==> config.mk <==
export PLATFORM = sky130hd
export DESIGN_NAME = scan_out_top
export DESIGN_NICKNAME = d
export VERILOG_FILES = /design/src/design/scan_out_pkg.sv /design/src/design/osd_mixer.sv /design/src/design/ypbpr_csc.sv /design/src/design/vga_dac_fmt.sv /design/src/design/status_indicators.sv /design/src/design/scan_out_top.sv
export SDC_FILE = /design/constraint.sdc
export NUM_CORES = 1
export LEC_CHECK = 0
export ABC_CLOCK_PERIOD_IN_PS = 15000
export BUFFER_PORTS_ARGS = -buffer_cell sky130_fd_sc_hd__buf_2
export CORE_UTILIZATION = 40
export DETAILED_ROUTE_END_ITERATION = 7
export GPL_TIMING_DRIVEN = 0
export RECOVER_POWER = 50
export SYNTH_ARGS = -nofsm -noshare
export SYNTH_HDL_FRONTEND = slang
export SYNTH_HIERARCHICAL = 1
export SYNTH_SLANG_ARGS = --single-unit
==> constraint.sdc <==
create_clock -name pclk_out -period 15 [get_ports pclk_out]
set_input_delay 0.75 -clock pclk_out [delete_from_list [all_inputs] [get_ports pclk_out]]
set_output_delay 0.75 -clock pclk_out [all_outputs]
set_load 0.05 [all_outputs]
==> src/design/scan_out_pkg.sv <==
`default_nettype none

package scan_out_pkg;

    parameter int COMP_W = 8;
    parameter int DUTY_W = 4;

    // Expansion port use
    typedef enum logic [1:0] {
        EXP_SEL_OFF,
        EXP_SEL_EXTRA_OUT,
        EXP_SEL_LEGACY_IN,
        EXP_SEL_UVC_BDG
    } exp_sel_e;

    // Analog output sync formats
    typedef enum logic [1:0] {
        EXTRA_OUT_RGBHV,
        EXTRA_OUT_RGBCS,
        EXTRA_OUT_RGSB,
        EXTRA_OUT_YPBPR
    } extra_out_e;

    typedef enum logic [1:0] {
        OSD_SEL_BLACK,
        OSD_SEL_BLUE,
        OSD_SEL_YELLOW,
        OSD_SEL_WHITE
    } osd_color_e;

    // One video sample
    typedef struct packed {
        logic [COMP_W-1:0] r;
        logic [COMP_W-1:0] g;
        logic [COMP_W-1:0] b;
        logic              hs;
        logic              vs;
        logic              de;
    } pixel_t;

    typedef struct packed {
        logic [1:0]        spare;
        exp_sel_e          exp_sel;
        extra_out_e        extra_out_mode;
        logic [DUTY_W-1:0] led_duty;
        logic [DUTY_W-1:0] fan_duty;
        logic              framelock;
        logic              poweron;
    } ctrl_word_t;

    // DAC pins on the expansion port
    typedef struct packed {
        logic [COMP_W-1:0] r;
        logic [COMP_W-1:0] g;
        logic [COMP_W-1:0] b;
        logic              hs;
        logic              vs;
        logic              blank_n;
        logic              sync_n;
    } vga_pins_t;

    // OSD colors, r g b
    localparam logic [3*COMP_W-1:0] OSD_BLACK  = 24'h000000;
    localparam logic [3*COMP_W-1:0] OSD_BLUE   = 24'h0000ff;
    localparam logic [3*COMP_W-1:0] OSD_YELLOW = 24'hffff00;
    localparam logic [3*COMP_W-1:0] OSD_WHITE  = 24'hffffff;

    // BT.601 weights in 1/256 units
    localparam int CSC_COEF_W = 10;
    localparam logic signed [CSC_COEF_W-1:0] CSC_Y_R  = 10'sd77;
    localparam logic signed [CSC_COEF_W-1:0] CSC_Y_G  = 10'sd150;
    localparam logic signed [CSC_COEF_W-1:0] CSC_Y_B  = 10'sd29;
    localparam logic signed [CSC_COEF_W-1:0] CSC_PB_R = -10'sd43;
    localparam logic signed [CSC_COEF_W-1:0] CSC_PB_G = -10'sd85;
    localparam logic signed [CSC_COEF_W-1:0] CSC_PB_B = 10'sd128;
    localparam logic signed [CSC_COEF_W-1:0] CSC_PR_R = 10'sd128;
    localparam logic signed [CSC_COEF_W-1:0] CSC_PR_G = -10'sd107;
    localparam logic signed [CSC_COEF_W-1:0] CSC_PR_B = -10'sd21;
    localparam int CSC_OFFSET = 128;

endpackage

`default_nettype wire

==> src/design/osd_mixer.sv <==
`timescale 1ns/1ns
`default_nettype none

module osd_mixer (
    input  wire                          pclk_out,
    input  wire                          po_reset_n,
    input  wire scan_out_pkg::pixel_t     pixel_i,
    input  wire                          osd_enable_i,
    input  wire scan_out_pkg::osd_color_e osd_color_i,
    output scan_out_pkg::pixel_t          mixed_px_o,
    output scan_out_pkg::pixel_t          hdmi_o
);

    import scan_out_pkg::*;

    logic [3*COMP_W-1:0] osd_rgb;
    pixel_t mix_d;
    pixel_t mix_q;
    pixel_t launch_q;

    always_comb begin
        case (osd_color_i)
            OSD_SEL_BLACK:  osd_rgb = OSD_BLACK;
            OSD_SEL_BLUE:   osd_rgb = OSD_BLUE;
            OSD_SEL_YELLOW: osd_rgb = OSD_YELLOW;
            default:        osd_rgb = OSD_WHITE;
        endcase
    end

    // Sync levels always pass, only colors are replaced
    always_comb begin
        mix_d = pixel_i;
        if (osd_enable_i) begin
            {mix_d.r, mix_d.g, mix_d.b} = osd_rgb;
        end
    end

    always_ff @(posedge pclk_out or negedge po_reset_n) begin
        if (!po_reset_n) begin
            mix_q    <= '0;
            launch_q <= '0;
        end else begin
            mix_q    <= mix_d;
            // Transmitter launch register
            launch_q <= mix_q;
        end
    end

    assign mixed_px_o = mix_q;
    assign hdmi_o     = launch_q;

    a_osd_color_known: assert property (
        @(posedge pclk_out) disable iff (!po_reset_n)
        osd_enable_i |-> !$isunknown(osd_color_i)
    ) else $error("OSD color unknown while overlay active");

endmodule

`default_nettype wire

==> src/design/ypbpr_csc.sv <==
`timescale 1ns/1ns
`default_nettype none

module ypbpr_csc (
    input  wire                      pclk_out,
    input  wire                      po_reset_n,
    input  wire                      enable_i,
    input  wire scan_out_pkg::pixel_t px_i,
    output scan_out_pkg::pixel_t      px_o
);

    import scan_out_pkg::*;

    localparam int SUM_W = COMP_W + CSC_COEF_W + 2;

    logic signed [SUM_W-1:0] sum_y_q;
    logic signed [SUM_W-1:0] sum_pb_q;
    logic signed [SUM_W-1:0] sum_pr_q;
    logic   en_q;
    pixel_t px_q;
    pixel_t out_d;
    pixel_t out_q;

    function automatic logic signed [SUM_W-1:0] wsum(
        input pixel_t                         p,
        input logic signed [CSC_COEF_W-1:0] kr,
        input logic signed [CSC_COEF_W-1:0] kg,
        input logic signed [CSC_COEF_W-1:0] kb
    );
        wsum = $signed({1'b0, p.r}) * kr + $signed({1'b0, p.g}) * kg
             + $signed({1'b0, p.b}) * kb;
    endfunction

    // Drop fraction, recenter chroma, saturate to component range
    function automatic logic [COMP_W-1:0] clamp_comp(
        input logic signed [SUM_W-1:0] sum,
        input logic                    add_offset
    );
        int off;
        logic signed [SUM_W-1:0] v;
        off = add_offset ? CSC_OFFSET : 0;
        v = (sum >>> 8) + SUM_W'(off);
        if (v < 0) begin
            clamp_comp = '0;
        end else if (v > ((1 << COMP_W) - 1)) begin
            clamp_comp = '1;
        end else begin
            clamp_comp = v[COMP_W-1:0];
        end
    endfunction

    // Weighted sums, only loaded while converting
    always_ff @(posedge pclk_out) begin
        if (enable_i) begin
            sum_y_q  <= wsum(px_i, CSC_Y_R, CSC_Y_G, CSC_Y_B);
            sum_pb_q <= wsum(px_i, CSC_PB_R, CSC_PB_G, CSC_PB_B);
            sum_pr_q <= wsum(px_i, CSC_PR_R, CSC_PR_G, CSC_PR_B);
        end
    end

    always_comb begin
        out_d = px_q;
        if (en_q) begin
            out_d.g = clamp_comp(sum_y_q, 1'b0);
            out_d.b = clamp_comp(sum_pb_q, 1'b1);
            out_d.r = clamp_comp(sum_pr_q, 1'b1);
        end
    end

    always_ff @(posedge pclk_out or negedge po_reset_n) begin
        if (!po_reset_n) begin
            en_q  <= 1'b0;
            px_q  <= '0;
            out_q <= '0;
        end else begin
            en_q  <= enable_i;
            px_q  <= px_i;
            out_q <= out_d;
        end
    end

    assign px_o = out_q;

endmodule

`default_nettype wire

==> src/design/vga_dac_fmt.sv <==
`timescale 1ns/1ns
`default_nettype none

module vga_dac_fmt (
    input  wire                          pclk_out,
    input  wire                          po_reset_n,
    input  wire scan_out_pkg::exp_sel_e   exp_sel_i,
    input  wire scan_out_pkg::extra_out_e mode_i,
    input  wire scan_out_pkg::pixel_t     px_i,
    output scan_out_pkg::vga_pins_t       vga_o,
    output logic                         vga_oe_o
);

    import scan_out_pkg::*;

    logic      load;
    logic      csync;
    logic      sep_sync;
    logic      sync_on_green;
    vga_pins_t pre_d;
    vga_pins_t pre_q;
    vga_pins_t out_q;

    assign load          = (exp_sel_i == EXP_SEL_EXTRA_OUT);
    assign csync         = ~(px_i.hs ^ px_i.vs);
    assign sep_sync      = (mode_i == EXTRA_OUT_RGBHV);
    assign sync_on_green = (mode_i == EXTRA_OUT_RGSB) || (mode_i == EXTRA_OUT_YPBPR);

    always_comb begin
        pre_d.r  = px_i.r;
        pre_d.g  = px_i.g;
        pre_d.b  = px_i.b;
        // Composite sync rides on hs outside RGBHV
        pre_d.hs = sep_sync ? px_i.hs : csync;
        pre_d.vs = sep_sync ? px_i.vs : 1'b1;
        // Component video carries blanking in the levels
        pre_d.blank_n = (mode_i == EXTRA_OUT_YPBPR) ? 1'b1 : px_i.de;
        pre_d.sync_n  = sync_on_green ? csync : 1'b0;
    end

    // Both stages freeze while the port is not an output
    always_ff @(posedge pclk_out or negedge po_reset_n) begin
        if (!po_reset_n) begin
            pre_q <= '0;
            out_q <= '0;
        end else if (load) begin
            pre_q <= pre_d;
            out_q <= pre_q;
        end
    end

    assign vga_o    = out_q;
    assign vga_oe_o = load;

    a_ypbpr_unblanked: assert property (
        @(posedge pclk_out) disable iff (!po_reset_n)
        (load && mode_i == EXTRA_OUT_YPBPR) ##1 load |=> vga_o.blank_n
    ) else $error("YPbPr output blanked");

endmodule

`default_nettype wire

==> src/design/status_indicators.sv <==
`timescale 1ns/1ns
`default_nettype none

module status_indicators #(
    parameter int PWM_PERIOD = 1024,
    parameter int LED_HOLD_W = 24
) (
    input  wire                          pclk_out,
    input  wire                          po_reset_n,
    input  wire scan_out_pkg::ctrl_word_t ctrl_i,
    input  wire                          resync_strobe_i,
    output logic [1:0]                   led_o,
    output logic                         fan_pwm_n_o
);

    import scan_out_pkg::*;

    localparam int CNT_W = $clog2(PWM_PERIOD);
    localparam int STEP  = PWM_PERIOD / 16;

    logic [CNT_W-1:0]      pwm_cnt;
    logic                  fan_ch;
    logic                  led_ch;
    logic                  strobe_sync1_q;
    logic                  strobe_sync2_q;
    logic                  strobe_prev_q;
    logic                  strobe_rise;
    logic [LED_HOLD_W-1:0] hold_q;
    logic [1:0]            led_d;
    logic                  fan_n_d;

    function automatic logic pwm_high(
        input logic [CNT_W-1:0]  cnt,
        input logic [DUTY_W-1:0] duty
    );
        pwm_high = (int'(cnt) < int'(duty) * STEP);
    endfunction

    // Shared free-running period counter
    always_ff @(posedge pclk_out or negedge po_reset_n) begin
        if (!po_reset_n) begin
            pwm_cnt <= '0;
        end else if (pwm_cnt == CNT_W'(PWM_PERIOD - 1)) begin
            pwm_cnt <= '0;
        end else begin
            pwm_cnt <= pwm_cnt + 1'b1;
        end
    end

    assign fan_ch = pwm_high(pwm_cnt, ctrl_i.fan_duty);
    assign led_ch = pwm_high(pwm_cnt, ctrl_i.led_duty);

    // Strobe arrives from another domain
    always_ff @(posedge pclk_out or negedge po_reset_n) begin
        if (!po_reset_n) begin
            strobe_sync1_q <= 1'b0;
            strobe_sync2_q <= 1'b0;
            strobe_prev_q  <= 1'b0;
        end else begin
            strobe_sync1_q <= resync_strobe_i;
            strobe_sync2_q <= strobe_sync1_q;
            strobe_prev_q  <= strobe_sync2_q;
        end
    end

    assign strobe_rise = strobe_sync2_q & ~strobe_prev_q;

    always_ff @(posedge pclk_out or negedge po_reset_n) begin
        if (!po_reset_n) begin
            hold_q <= '0;
        end else if (ctrl_i.poweron) begin
            if (strobe_rise) begin
                hold_q <= '1;
            end else if (hold_q != '0) begin
                hold_q <= hold_q - 1'b1;
            end
        end else begin
            // Standby blink from the MSB
            hold_q <= hold_q - 1'b1;
        end
    end

    assign led_d = {2{led_ch}} & (ctrl_i.poweron ? {ctrl_i.framelock, |hold_q}
                                                 : {1'b0, ~hold_q[LED_HOLD_W-1]});
    assign fan_n_d = ~(ctrl_i.poweron & fan_ch);

    always_ff @(posedge pclk_out or negedge po_reset_n) begin
        if (!po_reset_n) begin
            led_o       <= '0;
            fan_pwm_n_o <= 1'b1;
        end else begin
            led_o       <= led_d;
            fan_pwm_n_o <= fan_n_d;
        end
    end

    a_pwm_cnt_range: assert property (
        @(posedge pclk_out) disable iff (!po_reset_n)
        int'(pwm_cnt) < PWM_PERIOD
    ) else $error("PWM counter out of range");

endmodule

`default_nettype wire

==> src/design/scan_out_top.sv <==
`timescale 1ns/1ns
`default_nettype none

module scan_out_top #(
    parameter int PWM_PERIOD = 1024,
    parameter int LED_HOLD_W = 24
) (
    input  wire                          pclk_out,
    input  wire                          po_reset_n,
    input  wire scan_out_pkg::pixel_t     pixel_i,
    input  wire                          osd_enable_i,
    input  wire scan_out_pkg::osd_color_e osd_color_i,
    input  wire scan_out_pkg::ctrl_word_t ctrl_i,
    input  wire                          resync_strobe_i,
    output scan_out_pkg::pixel_t          hdmi_o,
    output scan_out_pkg::vga_pins_t       vga_o,
    output logic                         vga_oe_o,
    output logic                         psave_n_o,
    output logic [1:0]                   led_o,
    output logic                         fan_pwm_n_o
);

    import scan_out_pkg::*;

    pixel_t mixed_px;
    pixel_t csc_px;
    logic   csc_en;

    // Conversion only for component output on the expansion port
    assign csc_en = (ctrl_i.exp_sel == EXP_SEL_EXTRA_OUT)
                 && (ctrl_i.extra_out_mode == EXTRA_OUT_YPBPR);

    assign psave_n_o = ctrl_i.poweron;

    osd_mixer u_osd_mixer (
        .pclk_out     (pclk_out),
        .po_reset_n   (po_reset_n),
        .pixel_i      (pixel_i),
        .osd_enable_i (osd_enable_i),
        .osd_color_i  (osd_color_i),
        .mixed_px_o   (mixed_px),
        .hdmi_o       (hdmi_o)
    );

    ypbpr_csc u_ypbpr_csc (
        .pclk_out   (pclk_out),
        .po_reset_n (po_reset_n),
        .enable_i   (csc_en),
        .px_i       (mixed_px),
        .px_o       (csc_px)
    );

    vga_dac_fmt u_vga_dac_fmt (
        .pclk_out   (pclk_out),
        .po_reset_n (po_reset_n),
        .exp_sel_i  (ctrl_i.exp_sel),
        .mode_i     (ctrl_i.extra_out_mode),
        .px_i       (csc_px),
        .vga_o      (vga_o),
        .vga_oe_o   (vga_oe_o)
    );

    status_indicators #(
        .PWM_PERIOD (PWM_PERIOD),
        .LED_HOLD_W (LED_HOLD_W)
    ) u_status_indicators (
        .pclk_out        (pclk_out),
        .po_reset_n      (po_reset_n),
        .ctrl_i          (ctrl_i),
        .resync_strobe_i (resync_strobe_i),
        .led_o           (led_o),
        .fan_pwm_n_o     (fan_pwm_n_o)
    );

endmodule

`default_nettype wire

# Word level (Yosys, flattened, before mapping)
# Index checks and enable logic that the tools add are counted.
[word_totals]
regBits = 238
latchBits = 0
mem_bits_rw = 0
mem_bits_ro = 0
input_bits = 49
output_inout_bits = 60
elab_cells = 107
mem_count = 0
[op_classes]
add_sub_neg = 10
n_mul = 7
div_mod_pow = 0
n_lt_le_gt_ge = 8
eq_ne = 7
shift = 0
n_mux = 18
n_bitwise = 8
n_reduce_logical = 6
[ops]
columns = ["cell", "n"]
rows = [
  ["24-bit two-way mux", 5],
  ["20-bit adder", 4],
  ["24-bit case mux with 3 select lines", 1],
  ["8-bit two-way mux", 6],
  ["9-bit by 8-bit multiplier with 17-bit output (second input constant)", 2],
  ["8-bit by 7-bit multiplier with 15-bit output (second input constant)", 2],
  ["12-bit by 9-bit adder with 13-bit output (second input constant)", 2],
  ["13-bit by 9-bit > comparator with 1-bit output (second input constant)", 2],
  ["13-bit by 1-bit less-than comparator with 1-bit output (second input constant)", 2],
  ["24-bit nonzero test", 1],
  ["24-bit OR reduction", 1],
  ["24-bit by 1-bit subtractor with 24-bit output (second input constant)", 1],
  ["16-bit by 20-bit adder with 20-bit output", 1],
  ["20-bit by 16-bit adder with 20-bit output", 1],
  ["10-bit less-than comparator", 2],
  ["9-bit by 7-bit multiplier with 16-bit output (second input constant)", 1],
  ["9-bit by 6-bit multiplier with 15-bit output (second input constant)", 1],
  ["8-bit by 5-bit multiplier with 13-bit output (second input constant)", 1],
  ["12-bit by 9-bit > comparator with 1-bit output (second input constant)", 1],
  ["12-bit by 1-bit less-than comparator with 1-bit output (second input constant)", 1],
  ["10-bit by 1-bit adder with 10-bit output (second input constant)", 1],
  ["10-bit equality test (second input constant)", 1],
  ["10-bit two-way mux", 1],
  ["2-bit equality test (second input constant)", 3],
  ["other kinds (11)", 20],
]

# Depth between registers and ports, before layout
[depth]
ltp_word = 5
depth_mapped = 27
mapped_depth_nobuf = 26

# By module
# The synthesis kept the hierarchy.
[by_module_without_submodules]
columns = ["mod", "n_inst", "cells_per_inst", "area_each_um2", "seq_area_each_um2"]
rows = [
  ["ypbpr_csc", 1, 1006, 10751.6, 2307.2],
  ["vga_dac_fmt", 1, 130, 2398.6, 1401.3],
  ["status_indicators", 1, 225, 2164.6, 1002.2],
  ["osd_mixer", 1, 82, 1752.9, 1351.3],
  ["scan_out_top", 1, 2, 17.5, 0.0],
]

# Worst setup path after synthesis
# No wires, ideal clock.
[synth_path]
kind = "register to register"
startpoint = "register u_osd_mixer.mix_q (netlist bit u_osd_mixer/mixed_px_o[15])"
endpoint = "register u_ypbpr_csc.sum_y_q[16], data pin"
setup_time_ps = 254
arrival_ps = 5912
t_required_ps = 14746
slack_ps = 8834
stages_incl_launch_ff = 26
n_path_buf = 0
cell_sequence = "dfrtp_1 > inv_1 > ha_1 > inv_1 > ha_1 > inv_1 > fa_1 > inv_1 > fa_1 > ha_1 > o21a_1 > nor2_1 > xnor2_1 > ha_1 > fa_1 > inv_1 > fa_1 > fa_1 > inv_1 > ha_1 > and3_1 > a21oi_1 > o21ai_1 > nor2_1 > o21ai_1 > a21o_1"
[synth_via]
elab_chain_cells = 3
[synth_rtl]
columns = ["element", "line_no", "source"]
rows = [
  ["from (decl)", "osd_mixer.sv:18", "pixel_t mix_q;"],
  ["from (signal assigned)", "osd_mixer.sv:43", "mix_q <= mix_d;"],
  ["8-bit by 7-bit multiplier with 15-bit output", "ypbpr_csc.sv:30", "wsum = $signed({1'b0, p.r}) * kr + $signed({1'b0, p.g}) * kg"],
  ["20-bit adder", "ypbpr_csc.sv:30", ""],
  ["20-bit adder", "ypbpr_csc.sv:31", "+ $signed({1'b0, p.b}) * kb;"],
  ["to (signal assigned)", "ypbpr_csc.sv:55", "sum_y_q <= wsum(px_i, CSC_Y_R, CSC_Y_G, CSC_Y_B);"],
  ["to (decl)", "ypbpr_csc.sv:16", "logic signed [SUM_W-1:0] sum_y_q;"],
]
# No other way between the ends.
# A chain may end at the register's enable or synchronous reset.

==> out/qor_table.md <==
| Group | Parameter | This run |
|:---|:---|:---|
| run status | Run status | finished with violations |
| run status | Violated checks | max-capacitance violations, max-slew violations |
| cts | TritonCTS buffer count | 27 |
| timing | Remaining max-slew budget at the tightest pin | -2.802 |
| routing | Violation count after the first detailed-route iteration | 469 |
| synth | List of most frequent post-synthesis cells | 296 x sky130_fd_sc_hd__inv_1, 223 x sky130_fd_sc_hd__ha_1, 204 x sky130_fd_sc_hd__dfrtp_1 |
| floorplanning | Row count | 75 |
| floorplanning | Die area | 43540 um2 |
| synth | Most numerous cell in the Yosys netlist | sky130_fd_sc_hd__inv_1 |
| placement | Input/output buffers | 105 |
| synth | Mapped Cells | 1445 |
| worst setup path | Cell type group with the largest total delay on the critical path | buffers and inverters |
| final layout | Final standard cell utilization of the core | 0.4469 |
| routing | Drc violations | 0 |
| synth | Netlist cell types | 70 |
| synth | Main flop type after synthesis | sky130_fd_sc_hd__dfrtp_1 |
| timing | Clock period minus final worst setup slack | 9.279 ns |
| floorplanning | Core outline area | 42040 um2 |
| worst setup path | CP bufs+invs | 2 |
| placement | Dpl hpwl | 27.58 mm |
| global route | Remaining global-route overflow | 0 |
| cts | Number of buffers added to fix hold violations after cts | 0 |
| routing | Count of TritonRoute iterations in the first routing pass | 5 |
| worst setup path | Worst Setup End Kind | async pin |
| floorplanning | Effective utilization at floorplan | 0.4064 |
| synth | Fraction of post-synthesis cell area in the top cell type by area | 0.2988 |
| placement | Routability-driven placement congestion ratio | 0.8622 |
| synth | Synth area leader | sky130_fd_sc_hd__dfrtp_1 |
| cts | Clock tree root driver cell | sky130_fd_sc_hd__clkbuf_16 |
| global route | Number of global-route vias before repair | 11080 |
| floorplanning | Die outline width | 208.7 um |
| worst setup path | Cell mode on critical path | sky130_fd_sc_hd__clkbuf_1 |
| cts | Skew-Pair Late Insertion Delay | 0.55 ns |
| worst setup path | Crit-path max FO | 113 |
| timing | Final setup fails | 0 |
| routing | Final WL | 35.59 mm |
| cts | CTS tree | yes |
| floorplanning | Number of top-level design ports | 109 |
| synth | Share of flip-flops with an asynchronous set or reset | 0.8686 |
| cts | Clock-pin slew on the worst setup and hold paths | 0.06 ns |
| synth | Syn Nets | 1871 |
| synth | Share of the yosys chip area belonging to registers | 0.3548 |
| run | Maximum Capacitance Violations | 2 |
| timing | Final number of hold-violating endpoints | 0 |
| worst setup path | Slowest-stage cell, CP | sky130_fd_sc_hd__clkbuf_1 |
| global route | Initial antenna violation count | 0 |
| worst setup path | CP Data Required Time | 14.27 ns |
| routing | Routed Antenna Nets | 0 |
| final layout | Final-stage net count | 2006 |
| worst hold path | Worst hold path class | input pin to flip-flop |
| cts | Number of sinks handled by clock tree synthesis | 236 |
| timing | Worst Hold Slack | 0.3062 ns |
| worst setup path | Setup crit start kind | input pin |
| floorplanning | Height of the die | 208.7 um |
| global route | Wire length of the first global-routing pass | 58.79 mm |
| worst setup path | Start-to-end type of the worst setup path | input pin to async pin |
| routing | Vias after detailed routing | 10510 |
| cts | Postcts setup bufs | 0 |
| synth | Count of warnings emitted by yosys | 6 |
| routing | Vias per Instance | 4.914 |
| timing | Fin. max-slew vios | 208 |
| timing | Final critical-path share of the clock period | 0.6186 |
| worst setup path | Delay of the slowest critical-path stage | 4.21 ns |
| cts | Bufs on Longest Clock Path | 3 |
| timing | Unrepaired setup endpoints after global routing | false |
| global route | Largest net degree at the start of global routing | 114 |
| timing | Worst Skew | 0.006329 ns |
| synth | Area of the mapped netlist | 17090 um2 |
| routing | Wirelength per Cell | 16.64 um |
| synth | #FFs+latches synth | 236 |
| timing | Max frequency | 0.1078 GHz |
| final layout | Final instance area | 18790 um2 |
| synth | Top area cells in the synthesized netlist | sky130_fd_sc_hd__dfrtp_1 30%, sky130_fd_sc_hd__fa_1 18%, sky130_fd_sc_hd__ha_1 16%, sky130_fd_sc_hd__inv_1 6.5%, sky130_fd_sc_hd__mux2_4 6.2% |
| synth | Mean area per synthesized cell | 11.82 um2 |
| final layout | Number of antenna repair diodes | 0 |
| timing | Slew at the pin with the worst max-slew slack | 5.703 ns |
| worst setup path | Ordered cell list for the critical path | clkbuf_1 > clkbuf_1 |
| cts | Resized cells post-CTS | 0 |
| global route | Global-route total usage across every layer | 0.1702 |
| final layout | Share of cells above drive strength 1 | 0.1194 |
| final layout | Area growth syn-to-layout | 9.975% |
| worst setup path | Signal arrival time at the worst endpoint | 8.55 ns |
| placement | Placed Area | 18320 um2 |
| cts | Number of levels the H-tree was split into | 1 |
| timing | Total negative slack | 0 ns |
| synth | Post-synth EDFFs | 31 |
through the flow:
stage                     setup WS (ns)  instances
after CTS                         7.354       2139
after global placement            7.446       2089
after detailed placement          7.403       2090
after global routing              3.550       2139
final                             5.721       2139
after floorplan                   8.834       1445
kinds of logic after synthesis:
kind of cell,synth area share
buf+inv,0.08100
simple gates,0.06979
mux,0.06569
fa+ha+maj,0.3438
xor+xnor,0.02102
flops,0.3548
compound gates,0.06393
cells in the final DEF, fill, tap and decap left out, types with 7 or more instances in the layout:
master,instances
sky130_fd_sc_hd__o21ai_0,21
sky130_fd_sc_hd__nand2_1,34
sky130_fd_sc_hd__a21o_1,15
sky130_fd_sc_hd__clkbuf_16,27
sky130_fd_sc_hd__dfrtp_1,204
sky130_fd_sc_hd__inv_1,296
sky130_fd_sc_hd__nor3_1,20
sky130_fd_sc_hd__nand2b_1,11
sky130_fd_sc_hd__edfxtp_1,31
sky130_fd_sc_hd__nor4_1,9
sky130_fd_sc_hd__clkinv_2,7
sky130_fd_sc_hd__fa_1,154
sky130_fd_sc_hd__o22ai_1,18
sky130_fd_sc_hd__xnor2_1,22
sky130_fd_sc_hd__o22a_1,9
sky130_fd_sc_hd__o21ai_1,11
sky130_fd_sc_hd__nor2b_1,10
sky130_fd_sc_hd__a21oi_1,49
sky130_fd_sc_hd__nand3_1,22
sky130_fd_sc_hd__xor2_1,19
sky130_fd_sc_hd__buf_2,107
sky130_fd_sc_hd__clkbuf_1,24
sky130_fd_sc_hd__and3_1,9
sky130_fd_sc_hd__mux2_1,64
sky130_fd_sc_hd__nor2_1,62
sky130_fd_sc_hd__ha_1,223
sky130_fd_sc_hd__a211oi_1,12
sky130_fd_sc_hd__mux2_4,7
sky130_fd_sc_hd__o21a_1,7
state kept, by name, summed over array words and instances (netlist names):
name                                flops
u_status_indicators/strobe_sync2_q      1
u_status_indicators/strobe_prev_q       1
u_ypbpr_csc/px_o                       27
u_status_indicators/fan_pwm_n_o         1
u_osd_mixer/mixed_px_o                 27
u_vga_dac_fmt/pre_q                    28
u_ypbpr_csc/sum_pr_q                   11
u_ypbpr_csc/sum_y_q                     9
u_vga_dac_fmt/vga_o                    28
u_status_indicators/led_o               2
u_osd_mixer/hdmi_o                     27
u_status_indicators/hold_q             24
u_status_indicators/strobe_sync1_q      1
u_ypbpr_csc/sum_pb_q                   11
u_ypbpr_csc/out_d                       3
u_status_indicators/pwm_cnt            10
u_ypbpr_csc/px_q                       24
u_ypbpr_csc/en_q                        1
final timing paths:
check | from | endpoint | slack (ns) | cells after the start
worst min register to register | u_status_indicators/strobe_sync1_q | u_status_indicators/strobe_sync2_q | 0.35 | 0
min in group asynchronous | po_reset_n | u_vga_dac_fmt/vga_o[0] | 2.00 | 1
worst max register to register | u_osd_mixer/mixed_px_o[12] | u_ypbpr_csc/sum_y_q[16] | 7.40 | 23
worst min-delay path | pixel_i[2] | u_osd_mixer/mixed_px_o[2] | 0.31 | 1
worst max-delay path | po_reset_n | u_osd_mixer/hdmi_o[19] | 5.72 | 2
max in group pclk_out | u_osd_mixer/mixed_px_o[12] | u_ypbpr_csc/sum_y_q[16] | 7.40 | 23
routing by layer:
layer | track usage | routed length, um | vias up
li1 | - | - | 5027
met1 | 0.2300 | 16490 | 5257
met2 | 0.2874 | 17100 | 182
met3 | 0.02645 | 1367 | 46
met4 | 0.04006 | 634 | 0
met5 | 0 | 0 | -
layout make-up:
cell class / instances / area, um2
fill: 3926 / 23250
multi-input combinational: 885 / 9393
sequential: 236 / 6062
inverter: 297 / 1115
clock buffer: 31 / 720.7
tap: 539 / 674.4
timing repair buffer: 106 / 528.0
clock inverter: 18 / 172.7
buffer: 27 / 123.9
Power is left out: the tool's default activity adds up to more than one toggle a clock period on the data nets, which glitch-free logic cannot reach.
